### src/hdl/oled_pkg.sv
package oled_pkg;

	localparam int CELL_W    = 12;
	localparam int SNAKE_LEN = 10;
	localparam int N_PAGES   = 4;
	localparam int N_COLS    = 128;

	localparam int BODY_IDX_W = $clog2(SNAKE_LEN);
	localparam logic [BODY_IDX_W-1:0] LAST_CELL = BODY_IDX_W'(SNAKE_LEN - 1);

	localparam int SCLK_HALF = 5;	// clk cycles per sclk half period
	localparam int BYTE_GAP  = 12;	// sclk held high after bit 8

	localparam int unsigned DEF_VDD_WAIT  = 32'd100000;
	localparam int unsigned DEF_RES_LOW   = 32'd100000;
	localparam int unsigned DEF_VBAT_WAIT = 32'd10000000;
	localparam int unsigned DEF_FRAME_GAP = 32'd5000000;

	localparam int N_INIT_CMDS = 12;
	localparam logic [7:0] INIT_CMDS [0:N_INIT_CMDS-1] = '{
		8'hAE, 8'h8D, 8'h14, 8'hD9, 8'hF1, 8'h81,
		8'h0F, 8'hA0, 8'hC0, 8'hDA, 8'h00, 8'hAF
	};

	localparam logic [7:0] CMD_ADDR_MODE = 8'h20;
	localparam logic [7:0] CMD_PAGE_MODE = 8'h10;
	localparam logic [7:0] CMD_PAGE_ADDR = 8'h22;

	localparam logic [1:0] DIR_RIGHT = 2'd0;
	localparam logic [1:0] DIR_LEFT  = 2'd1;
	localparam logic [1:0] DIR_DOWN  = 2'd2;
	localparam logic [1:0] DIR_UP    = 2'd3;

	// power-up sequencer states
	localparam logic [2:0] PS_VDD    = 3'd0;
	localparam logic [2:0] PS_SEND   = 3'd1;
	localparam logic [2:0] PS_RES_LO = 3'd2;
	localparam logic [2:0] PS_RES_HI = 3'd3;
	localparam logic [2:0] PS_VBAT   = 3'd4;
	localparam logic [2:0] PS_DONE   = 3'd5;

	// snake engine states
	localparam logic [2:0] SE_IDLE  = 3'd0;
	localparam logic [2:0] SE_PLACE = 3'd1;
	localparam logic [2:0] SE_MOVE  = 3'd2;
	localparam logic [2:0] SE_CLEAR = 3'd3;
	localparam logic [2:0] SE_DRAW  = 3'd4;

	// frame writer states
	localparam logic [2:0] FW_GAP  = 3'd0;
	localparam logic [2:0] FW_DRAW = 3'd1;
	localparam logic [2:0] FW_MODE = 3'd2;
	localparam logic [2:0] FW_PAGE = 3'd3;
	localparam logic [2:0] FW_LOAD = 3'd4;
	localparam logic [2:0] FW_DATA = 3'd5;

	// pixel address, same bit order as the panel's page layout
	typedef union packed {
		struct packed {
			logic [1:0] page;
			logic [6:0] col;
			logic [2:0] row_bit;
		} loc;
		logic [CELL_W-1:0] addr;
	} cell_loc_t;

endpackage

### src/hdl/oled_power_seq.sv
`timescale 1ns/10ps

module oled_power_seq #(
	parameter int unsigned vdd_wait  = oled_pkg::DEF_VDD_WAIT,
	parameter int unsigned res_low   = oled_pkg::DEF_RES_LOW,
	parameter int unsigned vbat_wait = oled_pkg::DEF_VBAT_WAIT
) (
	input  logic       clk,
	input  logic       rstn,
	input  logic       tx_busy,
	input  logic       tx_done,
	output logic       tx_start,
	output logic [7:0] tx_byte,
	output logic       tx_dc,
	output logic       oled_vdd,
	output logic       oled_res,
	output logic       oled_vbat,
	output logic       ready
);
	import oled_pkg::*;

	logic [2:0]  state;
	logic [31:0] wait_cnt;	// shared by all delays
	logic [3:0]  cmd_idx;
	logic        issued;	// byte handed to the shifter

	assign tx_byte = INIT_CMDS[cmd_idx];
	assign tx_dc   = 1'b0;	// config bytes are all commands

	always_ff @(posedge clk or negedge rstn) begin
		if (!rstn) begin
			state     <= PS_VDD;
			wait_cnt  <= '0;
			cmd_idx   <= '0;
			issued    <= 1'b0;
			tx_start  <= 1'b0;
			oled_vdd  <= 1'b1;
			oled_res  <= 1'b1;
			oled_vbat <= 1'b1;
			ready     <= 1'b0;
		end else begin
			tx_start <= 1'b0;
			case (state)
			PS_VDD: begin
				oled_vdd <= 1'b0;
				if (wait_cnt == vdd_wait - 1) begin
					wait_cnt <= '0;
					state    <= PS_SEND;
				end else
					wait_cnt <= wait_cnt + 1'b1;
			end
			PS_SEND: begin
				if (!issued && !tx_busy && !tx_done) begin
					tx_start <= 1'b1;
					issued   <= 1'b1;
				end else if (issued && tx_done) begin
					issued <= 1'b0;
					if (cmd_idx == 4'd0)
						state <= PS_RES_LO;	// reset pulse right after display-off
					else if (cmd_idx == 4'd4)
						state <= PS_VBAT;	// charge pump and precharge done
					else if (cmd_idx == 4'(N_INIT_CMDS - 1)) begin
						ready <= 1'b1;
						state <= PS_DONE;
					end
					if (cmd_idx != 4'(N_INIT_CMDS - 1))
						cmd_idx <= cmd_idx + 1'b1;
				end
			end
			PS_RES_LO: begin
				oled_res <= 1'b0;
				if (wait_cnt == res_low - 1) begin
					wait_cnt <= '0;
					oled_res <= 1'b1;
					state    <= PS_RES_HI;
				end else
					wait_cnt <= wait_cnt + 1'b1;
			end
			PS_RES_HI: begin
				if (wait_cnt == res_low - 1) begin
					wait_cnt <= '0;
					state    <= PS_SEND;
				end else
					wait_cnt <= wait_cnt + 1'b1;
			end
			PS_VBAT: begin
				oled_vbat <= 1'b0;	// stays enabled from here on
				if (wait_cnt == vbat_wait - 1) begin
					wait_cnt <= '0;
					state    <= PS_SEND;
				end else
					wait_cnt <= wait_cnt + 1'b1;
			end
			default: ;	// PS_DONE, idle for good
			endcase
		end
	end

endmodule

### config.mk
export PLATFORM = sky130hd
export DESIGN_NAME = oled_power_seq
export DESIGN_NICKNAME = d
export VERILOG_FILES = /design/src/hdl/oled_pkg.sv /design/src/hdl/oled_power_seq.sv
export SDC_FILE = /design/constraint.sdc
export NUM_CORES = 1
export LEC_CHECK = 0
export ABC_CLOCK_PERIOD_IN_PS = 2400
export BUFFER_PORTS_ARGS = -buffer_cell sky130_fd_sc_hd__buf_2
export CORE_MARGIN = 5
export CORE_UTILIZATION = 43
export DETAILED_ROUTE_END_ITERATION = 8
export PLACE_DENSITY_LB_ADDON = 0.12
export SLEW_MARGIN = 20
export SYNTH_ARGS = -nofsm -noshare
export SYNTH_HDL_FRONTEND = slang
export SYNTH_SLANG_ARGS = --single-unit
export TNS_END_PERCENT = 50
### constraint.sdc
create_clock -name clk -period 2.4 [get_ports clk]
set_input_delay 0.24 -clock clk [delete_from_list [all_inputs] [get_ports clk]]
set_output_delay 0.24 -clock clk [all_outputs]
set_load 0.05 [all_outputs]
======== Word-level counts from Yosys, hierarchy flattened ========
Memory sizes are Yosys's and may differ from the RTL's.
Cells that the tools add are included.
word-level totals
  logic and storage cells ................. 68
  input bits .............................. 4
  register bits ........................... 45
  bits in read-only memories .............. 128
  memories kept ........................... 1
  output and inout port bits .............. 14
operators by class
  reduce and logical (&&, ||, !) cells .... 17
  add/subtract/negate cells ............... 2
  equal/unequal tests ..................... 15
  $lt $le $gt $ge ......................... 1
  multiplexer cells ....................... 19
  bitwise operators ....................... 4
memory list
  name             words  width  rd ports  clocked after memory_dff  wr ports  line                  text
  (no name shown)  16     8      1         0                         0         oled_power_seq.sv:27  assign tx_byte = INIT_CMDS[cmd_idx];
operators with widths
  kind                                                   number
  two-way mux 32 bit                                     2
  case mux 32 bit (2 select lines)                       1
  adder 32 x 1 -> 32 bit, second input constant          1
  equality test 32 x 17 -> 1 bit, second input constant  1
  equality test 32 x 24 -> 1 bit, second input constant  1
  two-way mux 3 bit                                      8
  two-way mux 8 bit                                      2
  case mux 3 bit (4 select lines)                        1
  != test 2 bit, second input constant                   4
  != test 4 bit, second input constant                   2
  AND reduction 7 bit                                    1
  equality test 3 x 2 -> 1 bit, second input constant    2
  AND reduction 6 bit                                    1
  >= comparator 5 bit, second input constant             1
  two-way mux 1 bit                                      5
  NOT 4 -> 5 bit                                         1
  adder 4 x 1 -> 4 bit, second input constant            1
  equality test 4 x 3 -> 1 bit, second input constant    1
  equality test 4 bit, second input constant             1
  zero test 4 bit                                        1
  AND reduction 4 bit                                    1
  nonzero test 2 bit                                     2
  nonzero test 4 bit                                     1
  equality test 3 x 1 -> 1 bit, second input constant    1
  other kinds (9)                                        15

======== Logic depth before layout (Yosys ltp) ========
Gate-level depths: netlist of run 1.
  depth in word-level cells ............... 7
  gate-level depth with buffers ........... 7
  mapped depth without buffers ............ 6

======== Worst setup path before layout of run 1 ========
OpenSTA, ideal clock, no wires.
  kind .................................... register to output
  from .................................... register cmd_idx[0]
  to ...................................... output port tx_byte[1]
  required time ........................... 2.160 ns
  cell stages (with the launch flop) ...... 6
  data arrival time ....................... 2.045 ns
  setup slack ............................. 0.115 ns
  path buffers ............................ 0
  cell sequence ........................... dfrtp_1 inv_1 ha_1 nor2b_1 a21oi_1 o21ai_0
on the way
  cells in the longest elaborated chain, start to end .. 4
RTL lines
  element                                               line                  text
  start, declared                                       oled_power_seq.sv:24  logic [3:0] cmd_idx;
  start signal, assigned                                oled_power_seq.sv:67  cmd_idx <= cmd_idx + 1'b1;
  NOT 4 -> 5 bit (implied by the code)                  oled_power_seq.sv:27
  memory (16 x 8 bit)                                   n/a
  two-way mux 8 bit (implied by the code) (2 in a row)  oled_power_seq.sv:27
  end, declared                                         oled_power_seq.sv:13  output logic [7:0] tx_byte,
No other way between the ends. The select of a mux whose other input is x is not followed.

======== Worst setup path after layout of run 1 ========
  from .................................... register wait_cnt[19]
  to ...................................... register wait_cnt[19]
on the way
  cells in the longest elaborated chain, start to end .. 3
  elaborated cells between the ends (all ways) .. 6
  those cells by class .................... add/sub: 1; eq/ne: 2; mux: 3
RTL lines
  element                                               line                  text
  start, declared                                       oled_power_seq.sv:23  logic [31:0] wait_cnt;
  start signal, assigned                                oled_power_seq.sv:50  wait_cnt <= wait_cnt + 1'b1;
  start signal, assigned                                oled_power_seq.sv:77  wait_cnt <= wait_cnt + 1'b1;
  start signal, assigned                                oled_power_seq.sv:84  wait_cnt <= wait_cnt + 1'b1;
  adder 32 x 1 -> 32 bit, or another cell as far along  n/a
  two-way mux 32 bit, on equally long branches          n/a
  case mux 32 bit (2 select lines) (*)                  oled_power_seq.sv:43  case (state)
Every way passes the cells marked *; elsewhere a longest branch is shown, timed or not.
A chain may end at the register's enable or synchronous reset.

==> metrics.md, run 1 <==
| Metric | Value |
|---|---|
| Run status | finished, final reports clean |
| Clock power frac | 22.4% |
| Comb pwr share | 36.6% |
| Ys async rst share | 100.0% |
| Ranking of synthesized cells by area | dfrtp_1, xnor2_1, nand2_1 |
| Post-CTS sizing | 0 |
| WHS Path Cells | 2 |
| Routed Antenna Nets | 0 |
| Synth area leader | dfrtp_1 |
| Vias per std cell | 5.329 |
| Num rows | 27 |
| Min-delay src | tx_busy |
| Syn nets | 259 |
| Sw frac | 42.07% |
| Wire per inst | 14.08 um |
| CTS tree | built |
| # clock sinks | 45 |
| WP data arrival | 2.34 ns |
| Initial cell density of the core | 45.03% |
| Number of remaining DRC errors | 0 |
| CP max FO | 8 |
| Mapped Avg Cell Area | 10.08 sq um |
| Fmax achieved | 460.9 MHz |
| Yosys warns | 0 |
| EDFF count, synth | 0 |
| GR Overflow Total | 0 |
| # diodes | 0 |
| WS Path Type | flip-flop to flip-flop |
| Period minus WS final | 2.170 ns |
| Setup TNS | 0 ns |
| I/O pin cnt | 18 |
| Drt pass-1 iters | 4 |
| RSZ-0062 raised after global routing | no |
| Mapped Area | 2510 sq um |
| Final Skew | 0.005563 ns |
| Most frequent cells in the layout | dfrtp_1, nand2_1, xnor2_1 |
| Crit-path cells | or4b_1, nor4_1, a41oi_1, nor4_4, nor2_1 |
| Die ar. | 7465 sq um |
| Register-to-Register Setup Slack | 0.23 ns |
| Startpoint Class | flip-flop |
| CTS clk-pin slew, worst paths | 0.08 ns |
| Net Switching | 0.001057 W |
| DRT iter0 DRCs | 51 |
| Hold Path End | tx_start |
| Post-CTS Setup Inserts | 0 |
| Commonest non-fill, non-tap cell in the layout | dfrtp_1 |
| Setup violators final | 0 |
| Power Density | 895.7 nW/um^2 |
| Largest net degree at the start of global routing | 29 |
| R2R cell count | 5 |
| Leakage | 1.198 nW |
| Fin util | 50.35% |
| Fin. Hold Viols | 0 |
| RR Endpoint | wait_cnt[19] |
| Port bufs | 16 |
| Layout cells sized above 1 | 18.61% |
| H-tree level count | 2 |
| DR vias | 1844 |
| FILL cells | 530 |
| Internal | 0.001456 W |
| Setup crit end kind | flip-flop |
| Primary FF master, synth | dfrtp_1 |
| Slew headroom | 64.68% |
| GRT Total Usage | 14.33% |
| P&R area growth vs syn | 11.81% |
| Post-Syn Instances | 249 |
| Sequential power share | 41.0% |
| Root Buffer | clkbuf_8 |
| Fin crit share | 90.41% |
| R2R Path Start | wait_cnt[19] |
| Hpwl dp | 3623 um |
| CP Data Required Time | 2.57 ns |
| Worst Tran Pin Value | 0.5259 ns |
| Worst path max stage delay | 0.55 ns |
| CTS Buf Count | 5 |
| Synth cell types | 49 |
| Register area share after synthesis | 45.01% |
| CTS Buffer Depth | 2 |
| Later-pin clock latency in the skew report | 0.30 ns |
| GP Congestion | 0.7744 |
| Die height | 86.40 um |
| Hold Buf Count CTS | 1 |
| Worst min path class | input port to flip-flop |
| Core area | 5574 sq um |
| Flops & latches, synth | 45 |
| Max Cap Viol | 0 |
| Slowest CP cell | or4b_1 |
| Number of global-route vias before repair | 1769 |
| WL final | 4870 um |
| First-pass GRT wire length | 8493 um |
| Initial antenna violation count | 0 |
| NumNets Final | 283 |
| Die width | 86.40 um |
| Worst ir drop on vdd | 0.0008989 V |
| Synth top area share | 41.87% |
| Fin. max-slew vios | 0 |
-- metal layers --
metal  vias to the layer above  GRT usage (%)  share of wire (%)
li1                        933              -                  -
met1                       879          19.19                 49
met2                        26          22.95                 46
met3                         6          3.232                3.7
met4                         0          4.674                1.4
met5                         -              0                  0
-- Yosys cell counts, types with 4 or more instances --
cell / number
nand3_1: 15
xor2_1: 7
a21oi_1: 7
nand2_1: 26
nor2b_1: 4
nor3_1: 6
dfrtp_1: 42
xnor2_1: 23
o21ai_0: 11
ha_1: 6
nand4_1: 11
nor4_1: 5
nor2_1: 21
and3_1: 5
inv_1: 6
-- per-stage QoR --
stage | total power, W | hold slack (ns) | instance area (sq um) | instances | worst slack (ns)
after detailed placement | 0.001973 | 0.1892 | 2689 | 337 | 0.2543
after global placement | 0.001970 | 0.1834 | 2689 | 337 | 0.3035
after CTS | 0.002542 | 0.09043 | 2806 | 346 | 0.2453
after global routing | 0.002685 | 0.08890 | 2806 | 346 | 0.02643
after floorplan | 0.001771 | -0.05559 | 2510 | 249 | 0.1152
final | 0.002514 | 0.09766 | 2806 | 346 | 0.2302
-- logic make-up after synthesis --
group,share of synthesized area [%]
multiplexers,3.140
other,0.1494
AO/OA/AOI/OAI,7.029
AND/OR/NAND/NOR,27.62
flip-flops,45.02
XOR/XNOR,11.12
adder cells (fa/ha/maj),2.991
buffers and inverters,2.941
-- power by group through the flow --
stage | clock network, W | logic [W] | registers, W
global placement | 0 | 0.000925 | 0.00104
global route | 0.000614 | 0.00101 | 0.00106
floorplan | 0 | 0.000790 | 0.000981
CTS | 0.000581 | 0.000930 | 0.00103
finish | 0.000563 | 0.000920 | 0.00103
detailed placement | 0 | 0.000929 | 0.00104
-- how the worst max path moves through the flow --
stage	start	end	slack [ns]	cells after the start
after detailed placement	wait_cnt[0]	wait_cnt[19]	0.25	6
after CTS	wait_cnt[0]	wait_cnt[19]	0.25	6
after global placement	wait_cnt[19]	wait_cnt[10]	0.30	5
after floorplan	cmd_idx[0]	tx_byte[1]	0.12	5
final	wait_cnt[19]	wait_cnt[19]	0.23	5
after global routing	wait_cnt[0]	wait_cnt[20]	0.03	6
-- final cells by class --
| class | instances | area (sq um) | area share (%) |
|---|---|---|---|
| multi-input cells | 190 | 1306 | 46.54 |
| flip-flops and latches | 45 | 1130 | 40.26 |
| repair buffers | 25 | 150.1 | 5.350 |
| well taps | 72 | 90.09 | 3.210 |
| clock buffers | 6 | 72.57 | 2.586 |
| clock inverters | 2 | 35.03 | 1.248 |
| inverters | 6 | 22.52 | 0.8025 |
-- sequential cells by signal, summed over array words and instances, names as in the netlist --
register   cells
wait_cnt      32
cmd_idx        4
state          3
issued         1
oled_res       1
oled_vbat      1
oled_vdd       1
ready          1
tx_start       1
-- worst max-delay path: cells and delay by family, from the launching register on --
kind               cells  cell delay, ns
and+or+nand+nor        4            1.46
AOI/OAI and AO/OA      1            0.14
DFF                    1            0.44
No activity file was read; power rests on OpenSTA's default activity.
==> run 2: changes to the inputs <==
==> constraint.sdc (replaced) <==
create_clock -name clk -period 2.4 [get_ports clk]
set_input_delay 0.6 -clock clk [delete_from_list [all_inputs] [get_ports clk]]
set_output_delay 0.6 -clock clk [all_outputs]
set_load 0.1 [all_outputs]
==> run 2 against run 1 <==
Effect of this change:
- sequential share of layout area fell by 0.87 points
- count of clock-buffer cells in the layout shrank 1
- sequential power about the same
- critical path depth is the same
- register-to-register slack better by 0.11 ns
- utilization increased by 1.3 points
- worst hold slack improved by 0.15 ns
- die area unchanged
- clock power decreased by 14%
==> metrics.md, run 2 (synthesized netlist as in run 1, its figures left out) <==
| Metric | Value |
|---|---|
| Worst setup path start | cmd_idx[1] (was wait_cnt[19]) |
| GRT Total Usage | 15.47% (was 14.33%) |
| # clock sinks | 45 (unchanged) |
| Leakage | 1.211 nW (was 1.198 nW) |
| Die height | 86.40 um (unchanged) |
| CP Data Required Time | 1.80 ns (was 2.57 ns) |
| Setup slack after layout | 0.1101 ns (was 0.2302 ns) |
| Final Skew | 0.01171 ns (was 0.005563 ns) |
| Internal | 0.001530 W (was 0.001456 W) |
| Initial cell density of the core | 45.03% (unchanged) |
| Net Switching | 0.001547 W (was 0.001057 W) |
| R2R Path Start | wait_cnt[0] (was wait_cnt[19]) |
| Port bufs | 16 (unchanged) |
| DRT iter0 DRCs | 67 (was 51) |
| Vias per std cell | 5.349 (was 5.329) |
| # diodes | 0 (unchanged) |
| Setup crit end kind | output port (was flip-flop) |
| Sequential power share | 34.1% (was 41.0%) |
| CTS clk-pin slew, worst paths | 0.09 ns (was 0.08 ns) |
| CTS Buf Count | 5 (unchanged) |
| Max Cap Viol | 0 (unchanged) |
| Wire per inst | 14.81 um (was 14.08 um) |
| Die width | 86.40 um (unchanged) |
| Initial antenna violation count | 0 (unchanged) |
| RR Endpoint | wait_cnt[1] (was wait_cnt[19]) |
| Largest regs | wait_cnt x32, cmd_idx x4, state x3 (unchanged) |
| Placed cell area | 2773 sq um (was 2689 sq um) |
| NumNets Final | 284 (was 283) |
| CP max FO | 8 (unchanged) |
| Setup violators final | 0 (unchanged) |
| Slowest CP cell | dfrtp_2 (was or4b_1) |
| Startpoint Class | flip-flop (unchanged) |
| CP top delay family | buffers and inverters (was simple AND/OR/NAND/NOR gates) |
| P&R area growth vs syn | 14.81% (was 11.81%) |
| Number of global-route vias before repair | 1916 (was 1769) |
| Root Buffer | clkbuf_8 (unchanged) |
| CTS tree | built (unchanged) |
| Crit-path cells | inv_2, ha_2, mux2i_1, o21ai_2, buf_2 (was or4b_1, nor4_1, a41oi_1, nor4_4, nor2_1) |
| I/O pin cnt | 18 (unchanged) |
| Worst path max stage delay | 0.48 ns (was 0.55 ns) |
| Largest Register | wait_cnt (unchanged) |
| Power Density | 1068 nW/um^2 (was 895.7 nW/um^2) |
| Drt pass-1 iters | 4 (unchanged) |
| DR vias | 1856 (was 1844) |
| WL final | 5138 um (was 4870 um) |
| H-tree level count | 2 (unchanged) |
| Die ar. | 7465 sq um (unchanged) |
| Number of remaining DRC errors | 0 (unchanged) |
| Placement Setup Slack | 0.2906 ns (was 0.2543 ns) |
| Fmax achieved | 436.7 MHz (was 460.9 MHz) |
| CP Buf/Inv Count | 2 (was 0) |
| Fin. Hold Viols | 0 (unchanged) |
| WP data arrival | 1.69 ns (was 2.34 ns) |
| GRT Max-Usage Layer | met2 (unchanged) |
| Grt met3 use | 3.612% (was 3.232%) |
| Fin. max-slew vios | 0 (unchanged) |
| Most frequent cells in the layout | dfrtp_1, nand2_1, xnor2_1 (unchanged) |
| Worst ir drop on vdd | 0.001097 V (was 0.0008989 V) |
| Later-pin clock latency in the skew report | 0.30 ns (about the same) |
| Hpwl dp | 3704 um (was 3623 um) |
| Fin crit share | 95.41% (was 90.41%) |
| Clock power frac | 15.7% (was 22.4%) |
| Num rows | 27 (unchanged) |
| Largest net degree at the start of global routing | 46 (was 29) |
| Layout cells sized above 1 | 24.00% (was 18.61%) |
| First-pass GRT wire length | 9349 um (was 8493 um) |
| GR Layer Usage met1 | 21.41% (was 19.19%) |
| Worst hold slack | 0.2526 ns (was 0.09766 ns) |
| R2R cell count | 6 (was 5) |
| Setup TNS | 0 ns (unchanged) |
| Core area | 5574 sq um (unchanged) |
| Register-to-Register Setup Slack | 0.34 ns (was 0.23 ns) |
| Run status | finished, final reports clean (unchanged) |
| GR Overflow Total | 0 (unchanged) |
| CTS Buffer Depth | 2 (unchanged) |
| Routed Antenna Nets | 0 (unchanged) |
| WS Path Type | flip-flop to output port (was flip-flop to flip-flop) |
| RSZ-0062 raised after global routing | no (unchanged) |
| Comb pwr share | 50.2% (was 36.6%) |
| Fin util | 51.69% (was 50.35%) |
| Commonest non-fill, non-tap cell in the layout | dfrtp_1 (unchanged) |
| M2 GR Usage | 24.69% (was 22.95%) |
| Max reg flops | 32 (unchanged) |
| Worst min path class | input port to async pin (was input port to flip-flop) |
| Period minus WS final | 2.290 ns (was 2.170 ns) |
| Sw frac | 50.28% (was 42.07%) |
| Final instance area | 2882 sq um (was 2806 sq um) |
| Post-CTS Setup Inserts | 0 (unchanged) |
| GP Congestion | 0.7486 (was 0.7744) |
[run 2: cell count changes in the layout (fill, tap and decap cells not counted), moves of 2 or more]
cell / change
o21ai_0: -6
buf_2: -5
buf_12: +4
dfrtp_1: -4
dfrtp_2: +4
o21ai_1: +3
o21ai_2: +3
buf_4: +2
inv_1: -2
inv_2: +2
[run 2: per-layer routing]
| metal | up-vias | routed length (um) |
|---|---|---|
| met5 | - | 0 |
| met4 | 0 | 54 |
| met3 | 5 | 227 |
| met2 | 32 | 2429 |
| met1 | 884 | 2426 |
| li1 | 935 | - |
[run 2: metrics by stage]
| step | total power, W | cells |
|---|---|---|
| 2_1_floorplan | 0.002203 | 249 |
| 3_3_place_gp | 0.002561 | 339 |
| 3_5_place_dp | 0.002576 | 339 |
| 4_1_cts | 0.003070 | 347 |
| 5_1_grt | 0.003257 | 347 |
| 6_report | 0.003076 | 347 |
[run 2: area by class of cell]
cell class	instances	area, sq um
Timing Repair Buffer	26	217.7
Clock buffer	5	68.82
Tap cell	72	90.09
Multi-Input combinational cell	190	1326
Sequential cell	45	1135
Fill cell	513	2693
Clock inverter	3	21.27
Inverter	6	22.52
[run 2: how the worst max path moves through the flow]
stage	depth (start not counted)	end	slack, ns
6_report	5	tx_byte[4]	0.11
5_1_grt	5	tx_byte[6]	0.01
4_1_cts	5	tx_byte[6]	0.01
3_5_place_dp	6	tx_byte[1]	0.29
3_3_place_gp	6	tx_byte[1]	0.32
2_1_floorplan	5	tx_byte[1]	-0.51
[run 2: power groups by stage]
| stage | registers, W | logic, W | clock network, W |
|---|---|---|---|
| CTS | 0.00104 | 0.00154 | 0.000498 |
| detailed placement | 0.00105 | 0.00153 | 0 |
| global placement | 0.00105 | 0.00151 | 0 |
| global route | 0.00107 | 0.00165 | 0.000535 |
| finish | 0.00105 | 0.00155 | 0.000482 |
| floorplan | 0.000985 | 0.00122 | 0 |
[run 2: repair_timing]
action | 4_1_cts | 5_1_grt
pin swaps | 0 | 2
hold buffers | 0 | 0
gates resized for setup | 2 | 10
hold endpoints to repair | 0 | 0
setup endpoints to repair | 3 | 7
[run 2: worst reg2reg max path: stages, from the launching register on]
cell	delay, ns
dfrtp_1	0.42
ha_1	0.22
nand4_1	0.27
nor4_1	0.35
a41oi_1	0.14
nor3b_2	0.39
o21ai_0	0.15
