<file path="src/hdl/oled_pkg.sv">
package oled_pkg;

	localparam int CELL_W    = 12;
	localparam int SNAKE_LEN = 10;
	localparam int N_PAGES   = 4;
	localparam int N_COLS    = 128;

	localparam int BODY_IDX_W = $clog2(SNAKE_LEN);
	localparam logic [BODY_IDX_W-1:0] LAST_CELL = BODY_IDX_W'(SNAKE_LEN - 1);

	localparam int SCLK_HALF = 5;	// clk cycles per sclk half period
	localparam int BYTE_GAP  = 12;	// sclk held high after bit 8

	localparam int unsigned DEF_VDD_WAIT  = 32'd100000;
	localparam int unsigned DEF_RES_LOW   = 32'd100000;
	localparam int unsigned DEF_VBAT_WAIT = 32'd10000000;
	localparam int unsigned DEF_FRAME_GAP = 32'd5000000;

	localparam int N_INIT_CMDS = 12;
	localparam logic [7:0] INIT_CMDS [0:N_INIT_CMDS-1] = '{
		8'hAE, 8'h8D, 8'h14, 8'hD9, 8'hF1, 8'h81,
		8'h0F, 8'hA0, 8'hC0, 8'hDA, 8'h00, 8'hAF
	};

	localparam logic [7:0] CMD_ADDR_MODE = 8'h20;
	localparam logic [7:0] CMD_PAGE_MODE = 8'h10;
	localparam logic [7:0] CMD_PAGE_ADDR = 8'h22;

	localparam logic [1:0] DIR_RIGHT = 2'd0;
	localparam logic [1:0] DIR_LEFT  = 2'd1;
	localparam logic [1:0] DIR_DOWN  = 2'd2;
	localparam logic [1:0] DIR_UP    = 2'd3;

	// power-up sequencer states
	localparam logic [2:0] PS_VDD    = 3'd0;
	localparam logic [2:0] PS_SEND   = 3'd1;
	localparam logic [2:0] PS_RES_LO = 3'd2;
	localparam logic [2:0] PS_RES_HI = 3'd3;
	localparam logic [2:0] PS_VBAT   = 3'd4;
	localparam logic [2:0] PS_DONE   = 3'd5;

	// snake engine states
	localparam logic [2:0] SE_IDLE  = 3'd0;
	localparam logic [2:0] SE_PLACE = 3'd1;
	localparam logic [2:0] SE_MOVE  = 3'd2;
	localparam logic [2:0] SE_CLEAR = 3'd3;
	localparam logic [2:0] SE_DRAW  = 3'd4;

	// frame writer states
	localparam logic [2:0] FW_GAP  = 3'd0;
	localparam logic [2:0] FW_DRAW = 3'd1;
	localparam logic [2:0] FW_MODE = 3'd2;
	localparam logic [2:0] FW_PAGE = 3'd3;
	localparam logic [2:0] FW_LOAD = 3'd4;
	localparam logic [2:0] FW_DATA = 3'd5;

	// pixel address, same bit order as the panel's page layout
	typedef union packed {
		struct packed {
			logic [1:0] page;
			logic [6:0] col;
			logic [2:0] row_bit;
		} loc;
		logic [CELL_W-1:0] addr;
	} cell_loc_t;

endpackage

</file>
<file path="src/hdl/frame_writer.sv">
`timescale 1ns/10ps

module frame_writer #(
	parameter int unsigned frame_gap = oled_pkg::DEF_FRAME_GAP
) (
	input  logic                clk,
	input  logic                rstn,
	input  logic                ready,
	input  logic                draw_done,
	input  logic                tx_busy,
	input  logic                tx_done,
	input  logic                pix_dout,
	output logic                frame_req,
	output logic                tx_start,
	output logic [7:0]          tx_byte,
	output logic                tx_dc,
	output oled_pkg::cell_loc_t pix_raddr
);
	import oled_pkg::*;

	logic [2:0]  state;
	logic [31:0] gap_cnt;
	logic [1:0]  page;
	logic [6:0]  col;
	logic [3:0]  bit_idx;	// 8 reads plus one for the read latency
	logic [1:0]  cmd_idx;
	logic [7:0]  data_byte;
	logic        issued;
	logic        can_start;

	assign can_start = !issued && !tx_busy && !tx_done;

	always_comb begin
		pix_raddr.loc.page    = page;
		pix_raddr.loc.col     = col;
		pix_raddr.loc.row_bit = bit_idx[2:0];
	end

	always_comb begin
		tx_dc   = 1'b0;
		tx_byte = CMD_ADDR_MODE;
		case (state)
		FW_MODE: tx_byte = (cmd_idx == 2'd0) ? CMD_ADDR_MODE : CMD_PAGE_MODE;
		FW_PAGE: case (cmd_idx)
			2'd0:    tx_byte = CMD_PAGE_ADDR;
			2'd1:    tx_byte = {6'd0, page};
			2'd2:    tx_byte = 8'h00;	// column low nibble
			default: tx_byte = 8'h10;	// column high nibble
			endcase
		FW_DATA: begin
			tx_byte = data_byte;
			tx_dc   = 1'b1;
		end
		default: ;
		endcase
	end

	always_ff @(posedge clk or negedge rstn) begin
		if (!rstn) begin
			state     <= FW_GAP;
			gap_cnt   <= '0;
			page      <= '0;
			col       <= '0;
			bit_idx   <= '0;
			cmd_idx   <= '0;
			data_byte <= '0;
			issued    <= 1'b0;
			tx_start  <= 1'b0;
			frame_req <= 1'b0;
		end else begin
			tx_start  <= 1'b0;
			frame_req <= 1'b0;
			if ((state == FW_MODE || state == FW_PAGE || state == FW_DATA) && can_start) begin
				tx_start <= 1'b1;
				issued   <= 1'b1;
			end
			case (state)
			FW_GAP: if (ready) begin
				if (gap_cnt == frame_gap - 1) begin
					gap_cnt   <= '0;
					frame_req <= 1'b1;
					state     <= FW_DRAW;
				end else
					gap_cnt <= gap_cnt + 1'b1;
			end
			FW_DRAW: if (draw_done) begin
				cmd_idx <= '0;
				state   <= FW_MODE;
			end
			FW_MODE: if (issued && tx_done) begin
				issued  <= 1'b0;
				cmd_idx <= cmd_idx + 1'b1;
				if (cmd_idx == 2'd1) begin
					cmd_idx <= '0;
					state   <= FW_PAGE;
				end
			end
			FW_PAGE: if (issued && tx_done) begin
				issued  <= 1'b0;
				cmd_idx <= cmd_idx + 1'b1;
				if (cmd_idx == 2'd3) begin
					col     <= '0;
					bit_idx <= '0;
					state   <= FW_LOAD;
				end
			end
			FW_LOAD: begin
				bit_idx <= bit_idx + 1'b1;
				if (bit_idx != 4'd0)
					data_byte[3'(bit_idx - 4'd1)] <= pix_dout;	// previous address
				if (bit_idx == 4'd8)
					state <= FW_DATA;
			end
			FW_DATA: if (issued && tx_done) begin
				issued  <= 1'b0;
				bit_idx <= '0;
				col     <= col + 1'b1;
				state   <= FW_LOAD;
				if (col == 7'(N_COLS - 1)) begin
					page    <= page + 1'b1;
					cmd_idx <= '0;
					state   <= (page == 2'(N_PAGES - 1)) ? FW_GAP : FW_PAGE;
				end
			end
			default: state <= FW_GAP;
			endcase
		end
	end

endmodule

</file>
<file path="config.mk">
export PLATFORM = sky130hd
export DESIGN_NAME = frame_writer
export DESIGN_NICKNAME = d
export VERILOG_FILES = /design/src/hdl/oled_pkg.sv /design/src/hdl/frame_writer.sv
export SDC_FILE = /design/constraint.sdc
export NUM_CORES = 1
export LEC_CHECK = 0
export BUFFER_PORTS_ARGS = -buffer_cell sky130_fd_sc_hd__buf_2
export CORE_ASPECT_RATIO = 0.8
export CORE_MARGIN = 2
export CORE_UTILIZATION = 56
export CTS_BUF_LIST = sky130_fd_sc_hd__clkbuf_2
export DETAILED_ROUTE_END_ITERATION = 6
export PLACE_DENSITY = 0.8
export SLEW_MARGIN = 20
export SYNTH_ARGS = -nofsm -noshare
export SYNTH_HDL_FRONTEND = slang
export SYNTH_SLANG_ARGS = --single-unit
</file>
<file path="constraint.sdc">
create_clock -name clk -period 2.2 [get_ports clk]
set_input_delay 0.33 -clock clk [delete_from_list [all_inputs] [get_ports clk]]
set_output_delay 0.33 -clock clk [all_outputs]
set_load 0.005 [all_outputs]
</file>
* Yosys cells after proc, flatten, opt, wreduce, memory -nomap -nowiden
Index checks and enable logic that the tools add are counted.
** Word-level totals
- Register bits :: 61
- Bits of input ports :: 7
- Output and inout bits :: 23
- Logic and storage cells :: 106
** Operators by class
- Add/subtract/negate cells :: 6
- $lt $le $gt $ge :: 2
- Equality and inequality tests :: 22
- Muxes and demuxes :: 42
- Reductions and logical operators :: 24
** Operators with widths (count)
- 32-bit by 1-bit adder with 32-bit output, second input constant :: 1
- 32-bit by 23-bit == test with 1-bit output, second input constant :: 1
- 32-bit two-way mux :: 1
- 3-bit two-way mux :: 10
- 8-bit one-hot mux with 3 select lines :: 1
- 7-bit two-way mux :: 3
- 3-bit one-hot mux with 6 select lines :: 1
- 6-bit one-hot mux with 3 select lines :: 1
- 2-bit two-way mux :: 7
- 7-bit one-hot mux with 2 select lines :: 1
- 4-bit two-way mux :: 3
- 2-bit by 1-bit inequality test with 1-bit output, second input constant :: 6
- 4-bit one-hot mux with 3 select lines :: 1
- 1-bit two-way mux :: 9
- 9-bit AND reduction :: 1
- 8-bit bitwise mux :: 1
- 2-bit inequality test, second input constant :: 4
- 2-bit one-hot mux with 4 select lines :: 1
- 4-bit AND reduction :: 2
- 4-bit nonzero test :: 2
- 7-bit by 1-bit adder with 7-bit output, second input constant :: 1
- 7-bit == test, second input constant :: 1
- 2-bit == test, second input constant :: 3
- 3-bit by 2-bit == test with 1-bit output, second input constant :: 2
- 22 further kinds :: 32

* Logic depth before layout (Yosys ltp)
Gate-level depths: netlist of the first run.
- Depth after elaboration :: 7
- Mapped depth :: 6
- Mapped depth without buffers :: 6

* Least setup slack after synthesis of the first run
No wires, ideal clock.
- Path type :: register to register
- Start point :: reg state[0]
- End point :: reg gap_cnt[18]
- Setup time :: 78 ps
- Data arrival time :: 2039 ps
- Data required time :: 2122 ps
- Path slack :: 84 ps
- Stages on the path, launching flop included :: 6
- Buffers on the path :: 1
- Period minus slack after synthesis :: 2116 ps
- Cells stage by stage :: dfrtp_1 buf_6 or4b_4 or4_4 or3_1 a21oi_1
** Between the ends
- Cells in the longest elaborated chain, start to end :: 2
** Ends and longest elaborated chain
- start, declared :: line frame_writer.sv:21 : logic [2:0] state;
- start signal, assigned :: line frame_writer.sv:122 : state <= (page == 2'(N_PAGES - 1)) ? FW_GAP : FW_PAGE;
- 3-bit logical NOT :: line frame_writer.sv:77 : case (state)
- 2-bit AND reduction (no source line)
- end signal, assigned :: line frame_writer.sv:84 : gap_cnt <= gap_cnt + 1'b1;
- end, declared :: line frame_writer.sv:22 : logic [31:0] gap_cnt;
Every way passes these cells.
A chain may end at the register's enable or synchronous reset.

* Final worst setup path of the first run
- Start point :: reg state[2]
- End point :: out tx_byte[1]
** Between the ends
- Cells in the longest elaborated chain, start to end :: 2
- Elaborated cells between the ends (all ways) :: 4
- Classes of those cells :: eq/ne (3); mux (1)
** Ends and longest elaborated chain
- 3-bit == test / 3-bit by 2-bit == test with 1-bit output (equally long branches) :: line frame_writer.sv:42 : case (state)
- 8-bit one-hot mux with 3 select lines (*) :: line frame_writer.sv:42
- end, declared :: line frame_writer.sv:15 : output logic [7:0] tx_byte,
Every way passes the cells marked *; elsewhere a longest branch is shown, timed or not.

==> results of run 1 <==
[logic make-up (layout without fill, tap and decap cells)]
| kind of cell | Yosys count | count (layout) | synth area share (%) |
|---|---|---|---|
| multiplexers | 11 | 11 | 3.607 |
| XOR/XNOR | 28 | 28 | 7.214 |
| flip-flops | 61 | 61 | 44.90 |
| buffers and inverters | 29 | 77 | 3.975 |
| adder cells (fa/ha/maj) | 9 | 9 | 3.313 |
| AO/OA/AOI/OAI | 59 | 59 | 11.19 |
| AND/OR/NAND/NOR | 158 | 158 | 25.80 |
[state kept, by name (all words and copies together), names as in the netlist, 2 cells and up]
| register | cells |
|---|---|
| bit_idx | 4 |
| cmd_idx | 2 |
| col | 7 |
| data_byte | 8 |
| gap_cnt | 32 |
| page | 2 |
| state | 3 |
[area by class of cell]
type | instances | share of cell area [%]
timing repair buffer | 44 | 7.063
clock buffer | 10 | 1.320
multi-input combinational | 265 | 46.17
sequential | 61 | 40.30
clock inverter | 6 | 0.7921
inverter | 17 | 1.683
tap | 81 | 2.673
[report_power, final]
| group | internal, mW | switching (mW) |
|---|---|---|
| Combinational | 0.334 | 0.415 |
| Sequential | 1.23 | 0.127 |
| Clock | 0.140 | 0.402 |
| Total | 1.70 | 0.944 |
[routing by layer]
| metal | vias to the layer above | track usage, % |
|---|---|---|
| met4 | 0 | 5.724 |
| met5 | - | 0 |
| met3 | 11 | 7.179 |
| met1 | 1335 | 34.17 |
| met2 | 63 | 32.67 |
| li1 | 1368 | - |
[worst register-to-register path: stages, from the launching register on]
cell     delay [ns]
dfrtp_1        0.41
or4b_4         0.54
or4_4          0.51
or3_1          0.37
a21oi_1        0.15
[stage by stage]
| stage | std cells | hold WS, ns |
|---|---|---|
| 6_report | 484 | 0.09821 |
| 5_1_grt | 484 | 0.06438 |
| 4_1_cts | 482 | 0.07214 |
| 3_5_place_dp | 465 | 0.3910 |
| 3_3_place_gp | 465 | 0.3850 |
| 2_1_floorplan | 355 | 0.03441 |
[final timing paths]
kind / start / to / slack (ns) / cells past startpoint
worst min register to register: gap_cnt[31] / gap_cnt[31] / 0.49 / 1
worst min-delay path: tx_busy / issued / 0.1 / 4
max in group asynchronous: rstn / cmd_idx[0] / 1.09 / 3
worst max-delay path: state[2] / tx_byte[1] / 0.08 / 6
min in group asynchronous: rstn / gap_cnt[28] / 0.36 / 2
worst max register to register: state[1] / gap_cnt[22] / 0.14 / 4
[cells in the final DEF (no fill, tap or decap), drive strengths merged, types with 3 or more instances in the layout]
cell type and count:
nor4b 4, nand2b 5, buf 43, a21oi 16, o21ai 18, nand3 18, and3 9, ha 9
nor2 29, inv 17, mux2 10, dfrtp 61, clkbuf 10, or4 3, or3 7, nor2b 5
nand2 32, and4 5, nor3 13, nand4 11, nor4 6, o31ai 3, xnor2 16, xor2 12
clkinv 5
[repair_timing]
action	in CTS	in global routing
endpoints found under the setup margin	0	7
setup buffers	0	2
hold buffers	1	0
gates resized for setup	0	10
hold endpoints to repair	27	0
==> metrics, run 1 <==
run status=finished clean; total gr overflow=0; Tot Pwr=2.646 mW; FFs w/ async S/R, synth=100.0%; unrepaired setup endpoints after global routing=true; highest metal used=met4; FILL cells=520; vias in the first global route=2477; area of the multi-input gates=1750 sq um; DR vias=2777; Routed Antenna Nets=0; dpl hpwl=5.282 mm; count leader, synth=dfrtp_1; area leader, netlist=dfrtp_1; # rows=25; H-Tree Depth=3; Post-synth EDFFs=0; Seq/Total Area, Yosys=44.90%; DRC viols=0; Die Y=73.69 um; Syn Nets=371; clk_lat worst skew=0.49 ns; Worst setup EP type=primary output; worst hold path class=in2reg; fmax=472.5 MHz; clock skew=0.01862 ns; synth unique cells=52; Placer Congestion=0.8368; Avg Cell Area, Syn=9.576 sq um; Sequential Area=1528 sq um; CTS tree=yes; Critical Path RT=1.87 ns; Reg clk slew, reported paths=0.16 ns; Final Hold Viols=0; vias per inst=5.738; DR WL/cell=14.73 um; Netlist Area Pre-Place=3400 sq um; Worst-Margin Slew=0.6445 ns; Setup TNS=0 ns; Synth top area share=44.90%; Final min period=2.116 ns; Critical-path top delay cell=dfrtp_1; synth-to-layout area growth=11.52%; share of cells above drive strength 1=20.35%; all-layer global routing usage=23.01%; leakage=1.668 nW; met1 wire length=3.628 mm; die width=91.11 um; die area=6714 sq um; period utilisation layout=96.20%; Max clock buf depth=2; design area=3791 sq um; initial core utilization=57.81%; CP Data Arrival Time=1.79 ns; pre-CTS setup slack=0.06519 ns; Met3 Wirelength=412 um; setup violators final=0; I/O Buffers=29; largest net degree at the start of global routing=30; Inserted Clock Buffers=9; Slew Viols, Final=0; Crit path largest cell delay=0.42 ns; Peak VDD IR=0.0006315 V; Final #Nets=414; root buf cell=clkbuf_2; Crit Path Category=reg2out; final WL=7.130 mm; startpoint type of the worst setup path=flop; Yosys reg bits=61; Slew HR=57.04%; Ports=30; number of buffer and inverter stages on the critical path=2; synth warn=0; first-pass GRT wire length=11.97 mm; crit-path cells=buf_6 > nand2b_2 > nor3_1 > a21oi_1 > nor2b_1 > buf_2; initial detailed-routing violation count=225; Pre-Repair DR Iteration Count=4; Core Util, Final=64.47%; crit-path leading delay family=simple AND/OR/NAND/NOR gates; top_reg_cell synth=dfrtp_1; CTS Sinks=61; Area after DPL=3665 sq um; Ant. Diodes=0; Max Cap Viol=0; setup slack after layout=0.08358 ns; core area=5881 sq um; PwrDens=697.9 nW/um^2; initial antenna violation count=0; Synth top cells by count=61 x dfrtp_1, 32 x nand2_1, 29 x nor2_1; Crit Path Max Fanout=17; Mapped Cells=355; routed length on met2=2.987 mm; top area cells in the synthesized netlist=dfrtp_1 45%, xnor2_1 4.1%, nand2_1 3.5%
Note: power is estimated with default switching activity, not from simulation.
==> run 2: changes to the inputs <==
CORE_UTILIZATION = 60   (was 56)
PLACE_DENSITY = 0.81   (was 0.8)
RECOVER_POWER = 100   (was not set)
clock period = 2.5 ns   (was 2.2 ns; I/O delays follow)
==> metrics, run 2 (synthesis results as in run 1) <==
Most flops, register=gap_cnt; period utilisation layout=90.61%; setup violators final=0; die area=6288 sq um; met1 wire length=3.760 mm; startpoint type of the worst setup path=flop; worst hold path class=in2reg; initial detailed-routing violation count=255; DR WL/cell=16.32 um; root buf cell=clkbuf_2; dpl hpwl=5.627 mm; Final Hold Viols=0; first-pass GRT wire length=12.90 mm; core area=5465 sq um; unrepaired setup endpoints after global routing=false; all-layer global routing usage=26.81%; critical path launch point=state[0]; Ports=30; Inserted Clock Buffers=9; Reg clk slew, reported paths=0.16 ns; design area=3649 sq um; failing checks=max-capacitance violations, max-slew violations; commonest non-fill, non-tap cell in the layout=dfrtp_1; DRC viols=0; synth-to-layout area growth=7.324%; FILL cells=485; share of cells above drive strength 1=11.11%; PwrDens=627.1 nW/um^2; Setup TNS=0 ns; Die Y=71.33 um; Crit Path Max Fanout=17; Worst-Margin Slew=1.716 ns; CTS Sinks=61; Max Cap Viol=2; total gr overflow=0; Slew Viols, Final=63; Core Util, Final=66.76%; Worst Reg2Reg Path Length in Cells=4; die width=88.16 um; Post-CTS Resized=0; Placer Congestion=0.9007; Critical Path RT=2.12 ns; Crit Path Category=reg2out; vias per inst=5.947; H-Tree Depth=3; initial antenna violation count=0; leakage=1.570 nW; I/O Buffers=29; initial core utilization=62.20%; Met3 Wirelength=444 um; highest metal used=met4; Reg2Reg Setup Slack=0.27 ns; CP Data Arrival Time=1.89 ns; fmax=441.4 MHz; vias in the first global route=2741; # rows=24; CTS tree=yes; run status=finished with violations; CP Capture Point=tx_byte[5]; Routed Antenna Nets=0; max FFs per register=32; Area after DPL=3631 sq um; Peak VDD IR=0.0003743 V; Post-CTS Setup Inserts=0; Max clock buf depth=2; Final #Nets=408; routed length on met2=3.413 mm; clk_lat worst skew=0.51 ns; RR Endpoint=gap_cnt[22]; clock skew=0.02431 ns; Slew HR=-14.43%; Ant. Diodes=0; largest net degree at the start of global routing=33; Final min period=2.265 ns; Reg-to-Reg Start=state[0]; DR vias=2819; biggest regs=gap_cnt x32, data_byte x8, col x7; Worst setup EP type=primary output; Pre-Repair DR Iteration Count=5; most frequent cells in the layout=61 x dfrtp_1, 32 x nand2_1, 29 x nor2_1; final WL=7.734 mm
run 2: cell count changes in the layout (fill, tap and decap cells not counted), moves of 4 or more:
cell,previous run,this run
buf_2,29,17
buf_4,12,3
clkbuf_1,0,17
nor3_1,9,13
nor3_2,4,0
run 2: final cells by class:
| class | instances | area (sq um) | share of cell area, % |
|---|---|---|---|
| multi-input cells | 265 | 1708 | 46.81 |
| flip-flops and latches | 61 | 1526 | 41.84 |
| repair buffers | 38 | 181.4 | 4.973 |
| well taps | 78 | 97.59 | 2.675 |
| inverters | 17 | 63.81 | 1.749 |
| clock buffers | 11 | 55.05 | 1.509 |
| clock inverters | 4 | 16.27 | 0.4458 |
run 2: per-layer routing:
layer | GRT usage [%] | vias up
li1 | - | 1353
met1 | 40.56 | 1360
met2 | 37.63 | 94
met3 | 6.912 | 12
met4 | 9.259 | 0
met5 | 0 | -
run 2: power by group:
| part | switching [mW] | internal, mW |
|---|---|---|
| Clock | 0.338 | 0.123 |
| Combinational | 0.371 | 0.261 |
| Sequential | 0.116 | 1.08 |
run 2: repair_timing:
item,in CTS,in global routing
endpoints found under the hold margin,61,0
hold buffers,1,0
endpoints found under the setup margin,0,0
run 2: critical path: stages (launching register included):
cell and delay [ns]:
dfrtp_1 0.42, buf_4 0.20, nand3b_1 0.22, inv_1 0.14
a22oi_1 0.21, nand2_1 0.08, buf_2 0.13
run 2: metrics by stage:
stage / hold WS (ns) / power [mW] / worst slack, ns / instances
finish: 0.1422 / 2.288 / 0.2347 / 474
global route: 0.1288 / 2.448 / 0.05606 / 474
CTS: 0.1091 / 2.317 / 0.2212 / 474
detailed placement: 0.4183 / 1.853 / 0.2656 / 458
global placement: 0.4177 / 1.818 / 0.3366 / 458
floorplan: 0.07941 / 1.644 / 0.3837 / 355
run 2: worst min-delay path by stage:
| stage | from | endpoint | slack, ns | depth (start not counted) |
|---|---|---|---|---|
| after detailed placement | rstn | gap_cnt[29] | 0.42 | 2 |
| after global routing | tx_done | tx_start | 0.13 | 2 |
| after CTS | tx_done | tx_start | 0.11 | 2 |
| after global placement | rstn | gap_cnt[29] | 0.42 | 2 |
| after floorplan | rstn | bit_idx[0] | 0.08 | 0 |
| final | tx_done | tx_start | 0.14 | 2 |
==> run 3: changes to the inputs <==
CORE_UTILIZATION = 63   (was 60)
PLACE_DENSITY = not set   (was 0.81)
PLACE_DENSITY_LB_ADDON = 0.15   (was not set)
==> metrics, run 3 (synthesis results as in run 1) <==
Die Y=69.70 um; Final #Nets=407; CTS Sinks=61; Reg2Reg Setup Slack=0.24 ns; all-layer global routing usage=26.98%; dpl hpwl=5.345 mm; run status=finished with violations; Placer Congestion=0.8873; PwrDens=683.6 nW/um^2; Internal Power=1.674 mW; DR WL/cell=16.39 um; setup violators final=0; die width=86.13 um; Post-CTS Resized=0; fmax=437.7 MHz; area of the multi-input gates=1704 sq um; initial detailed-routing violation count=269; Reg-to-Reg Start=state[1]; setup slack after layout=0.2153 ns; Hold Buf Count CTS=1; Ant. Diodes=0; initial core utilization=66.74%; pre-CTS setup slack=0.3186 ns; Max Cap Viol=1; Hold EP=issued; initial antenna violation count=0; Combinational Power Share=24.9%; sw frac=33.62%; vias in the first global route=2656; Ports=30; total gr overflow=0; Hold WS=0.1173 ns; biggest regs=gap_cnt x32, data_byte x8, col x7; Clk network pwr share=27.6%; Crit path largest cell delay=0.40 ns; RR Endpoint=gap_cnt[18]; CP Data Arrival Time=1.91 ns; Peak VDD IR=0.0004595 V; Slew HR=-0.1521%; Worst Reg2Reg Path Length in Cells=4; Reg clk slew, reported paths=0.18 ns; Critical-path top delay cell=dfrtp_1; DR vias=2822; Worst setup EP type=primary output; Crit Path Max Fanout=17; commonest non-fill, non-tap cell in the layout=dfrtp_1; clock skew=0.02861 ns; HP Start=tx_busy; final WL=7.505 mm; Core Util, Final=72.41%; Hold Crit Depth=4; max FFs per register=32; Post-CTS Setup Inserts=0; sequential power share=47.5%; Final Hold Viols=0; core area=5094 sq um; I/O Buffers=29; Psw=0.8478 mW; Critical Path RT=2.12 ns; Setup TNS=0 ns; clk_lat worst skew=0.51 ns; Critical Path Stages=6; share of cells above drive strength 1=13.64%; synth-to-layout area growth=8.502%; most frequent cells in the layout=61 x dfrtp_1, 32 x nand2_1, 29 x nor2_1; unrepaired setup endpoints after global routing=false; die area=6003 sq um; largest net degree at the start of global routing=62; leakage=1.626 nW; Max clock buf depth=2; Slew Viols, Final=61; startpoint type of the worst setup path=flop; # rows=23; Pre-Repair DR Iteration Count=6; DRC viols=0; CTS tree=yes; root buf cell=clkbuf_2; Sequential Area=1526 sq um; Routed Antenna Nets=0; Inserted Clock Buffers=9; Crit Path Category=reg2out; period utilisation layout=91.39%; vias per inst=6.162; worst hold path class=in2reg; Final min period=2.285 ns; failing checks=max-capacitance violations, max-slew violations; Tot Pwr=2.522 mW; crit-path leading delay family=simple AND/OR/NAND/NOR gates; FILL cells=405; H-Tree Depth=3; number of buffer and inverter stages on the critical path=2; first-pass GRT wire length=12.68 mm; Worst-Margin Slew=1.502 ns; crit-path cells=buf_4 > nand2b_1 > nor3_1 > a21oi_1 > nor2b_1 > clkbuf_1; Most flops, register=gap_cnt
-- run 3: cell types whose count changed in the layout (fill, tap and decap cells not counted), sizes merged --
cell,change
buf,+5
clkbuf,-6
clkinv,-1
bufinv,+2
-- run 3: per-stage QoR --
stage / std cells / area [sq um]
6_report: 458 / 3689
5_1_grt: 458 / 3689
4_1_cts: 458 / 3744
3_5_place_dp: 441 / 3603
3_3_place_gp: 441 / 3603
2_1_floorplan: 355 / 3400
-- run 3: worst max-delay path by stage --
stage	start	to	slack, ns
5_1_grt	state[2]	tx_byte[1]	0.11
2_1_floorplan	state[0]	gap_cnt[18]	0.38
3_5_place_dp	ready	gap_cnt[18]	0.32
4_1_cts	state[2]	tx_byte[1]	0.19
3_3_place_gp	ready	gap_cnt[18]	0.34
6_report	state[2]	tx_byte[1]	0.22
-- run 3: routing by layer --
layer | vias up | global-route usage [%] | routed length, um
li1 | 1363 | - | -
met1 | 1351 | 40.34 | 3620
met2 | 97 | 39.45 | 3330
met3 | 11 | 6.071 | 474
met4 | 0 | 7.407 | 80
met5 | - | 0 | 0
-- run 3: area by class of cell --
type | count | area share (%)
Multi-Input combinational cell | 265 | 46.20
Sequential cell | 61 | 41.38
Clock buffer | 11 | 1.493
Tap cell | 62 | 2.103
Inverter | 17 | 1.730
Clock inverter | 5 | 2.035
Timing Repair Buffer | 37 | 5.054
-- run 3: power by group through the flow --
stage | Combinational (mW) | Clock, mW | Sequential [mW]
2_1_floorplan | 0.465 | 0 | 1.18
3_3_place_gp | 0.615 | 0 | 1.20
3_5_place_dp | 0.638 | 0 | 1.21
4_1_cts | 0.646 | 0.710 | 1.19
5_1_grt | 0.706 | 0.752 | 1.21
6_report | 0.629 | 0.695 | 1.20
-- run 3: worst min-delay path, delay by kind of cell --
family	cells	cell delay, ns
simple gates	1	0.08
buf+inv	1	0.08
compound gates	2	0.09
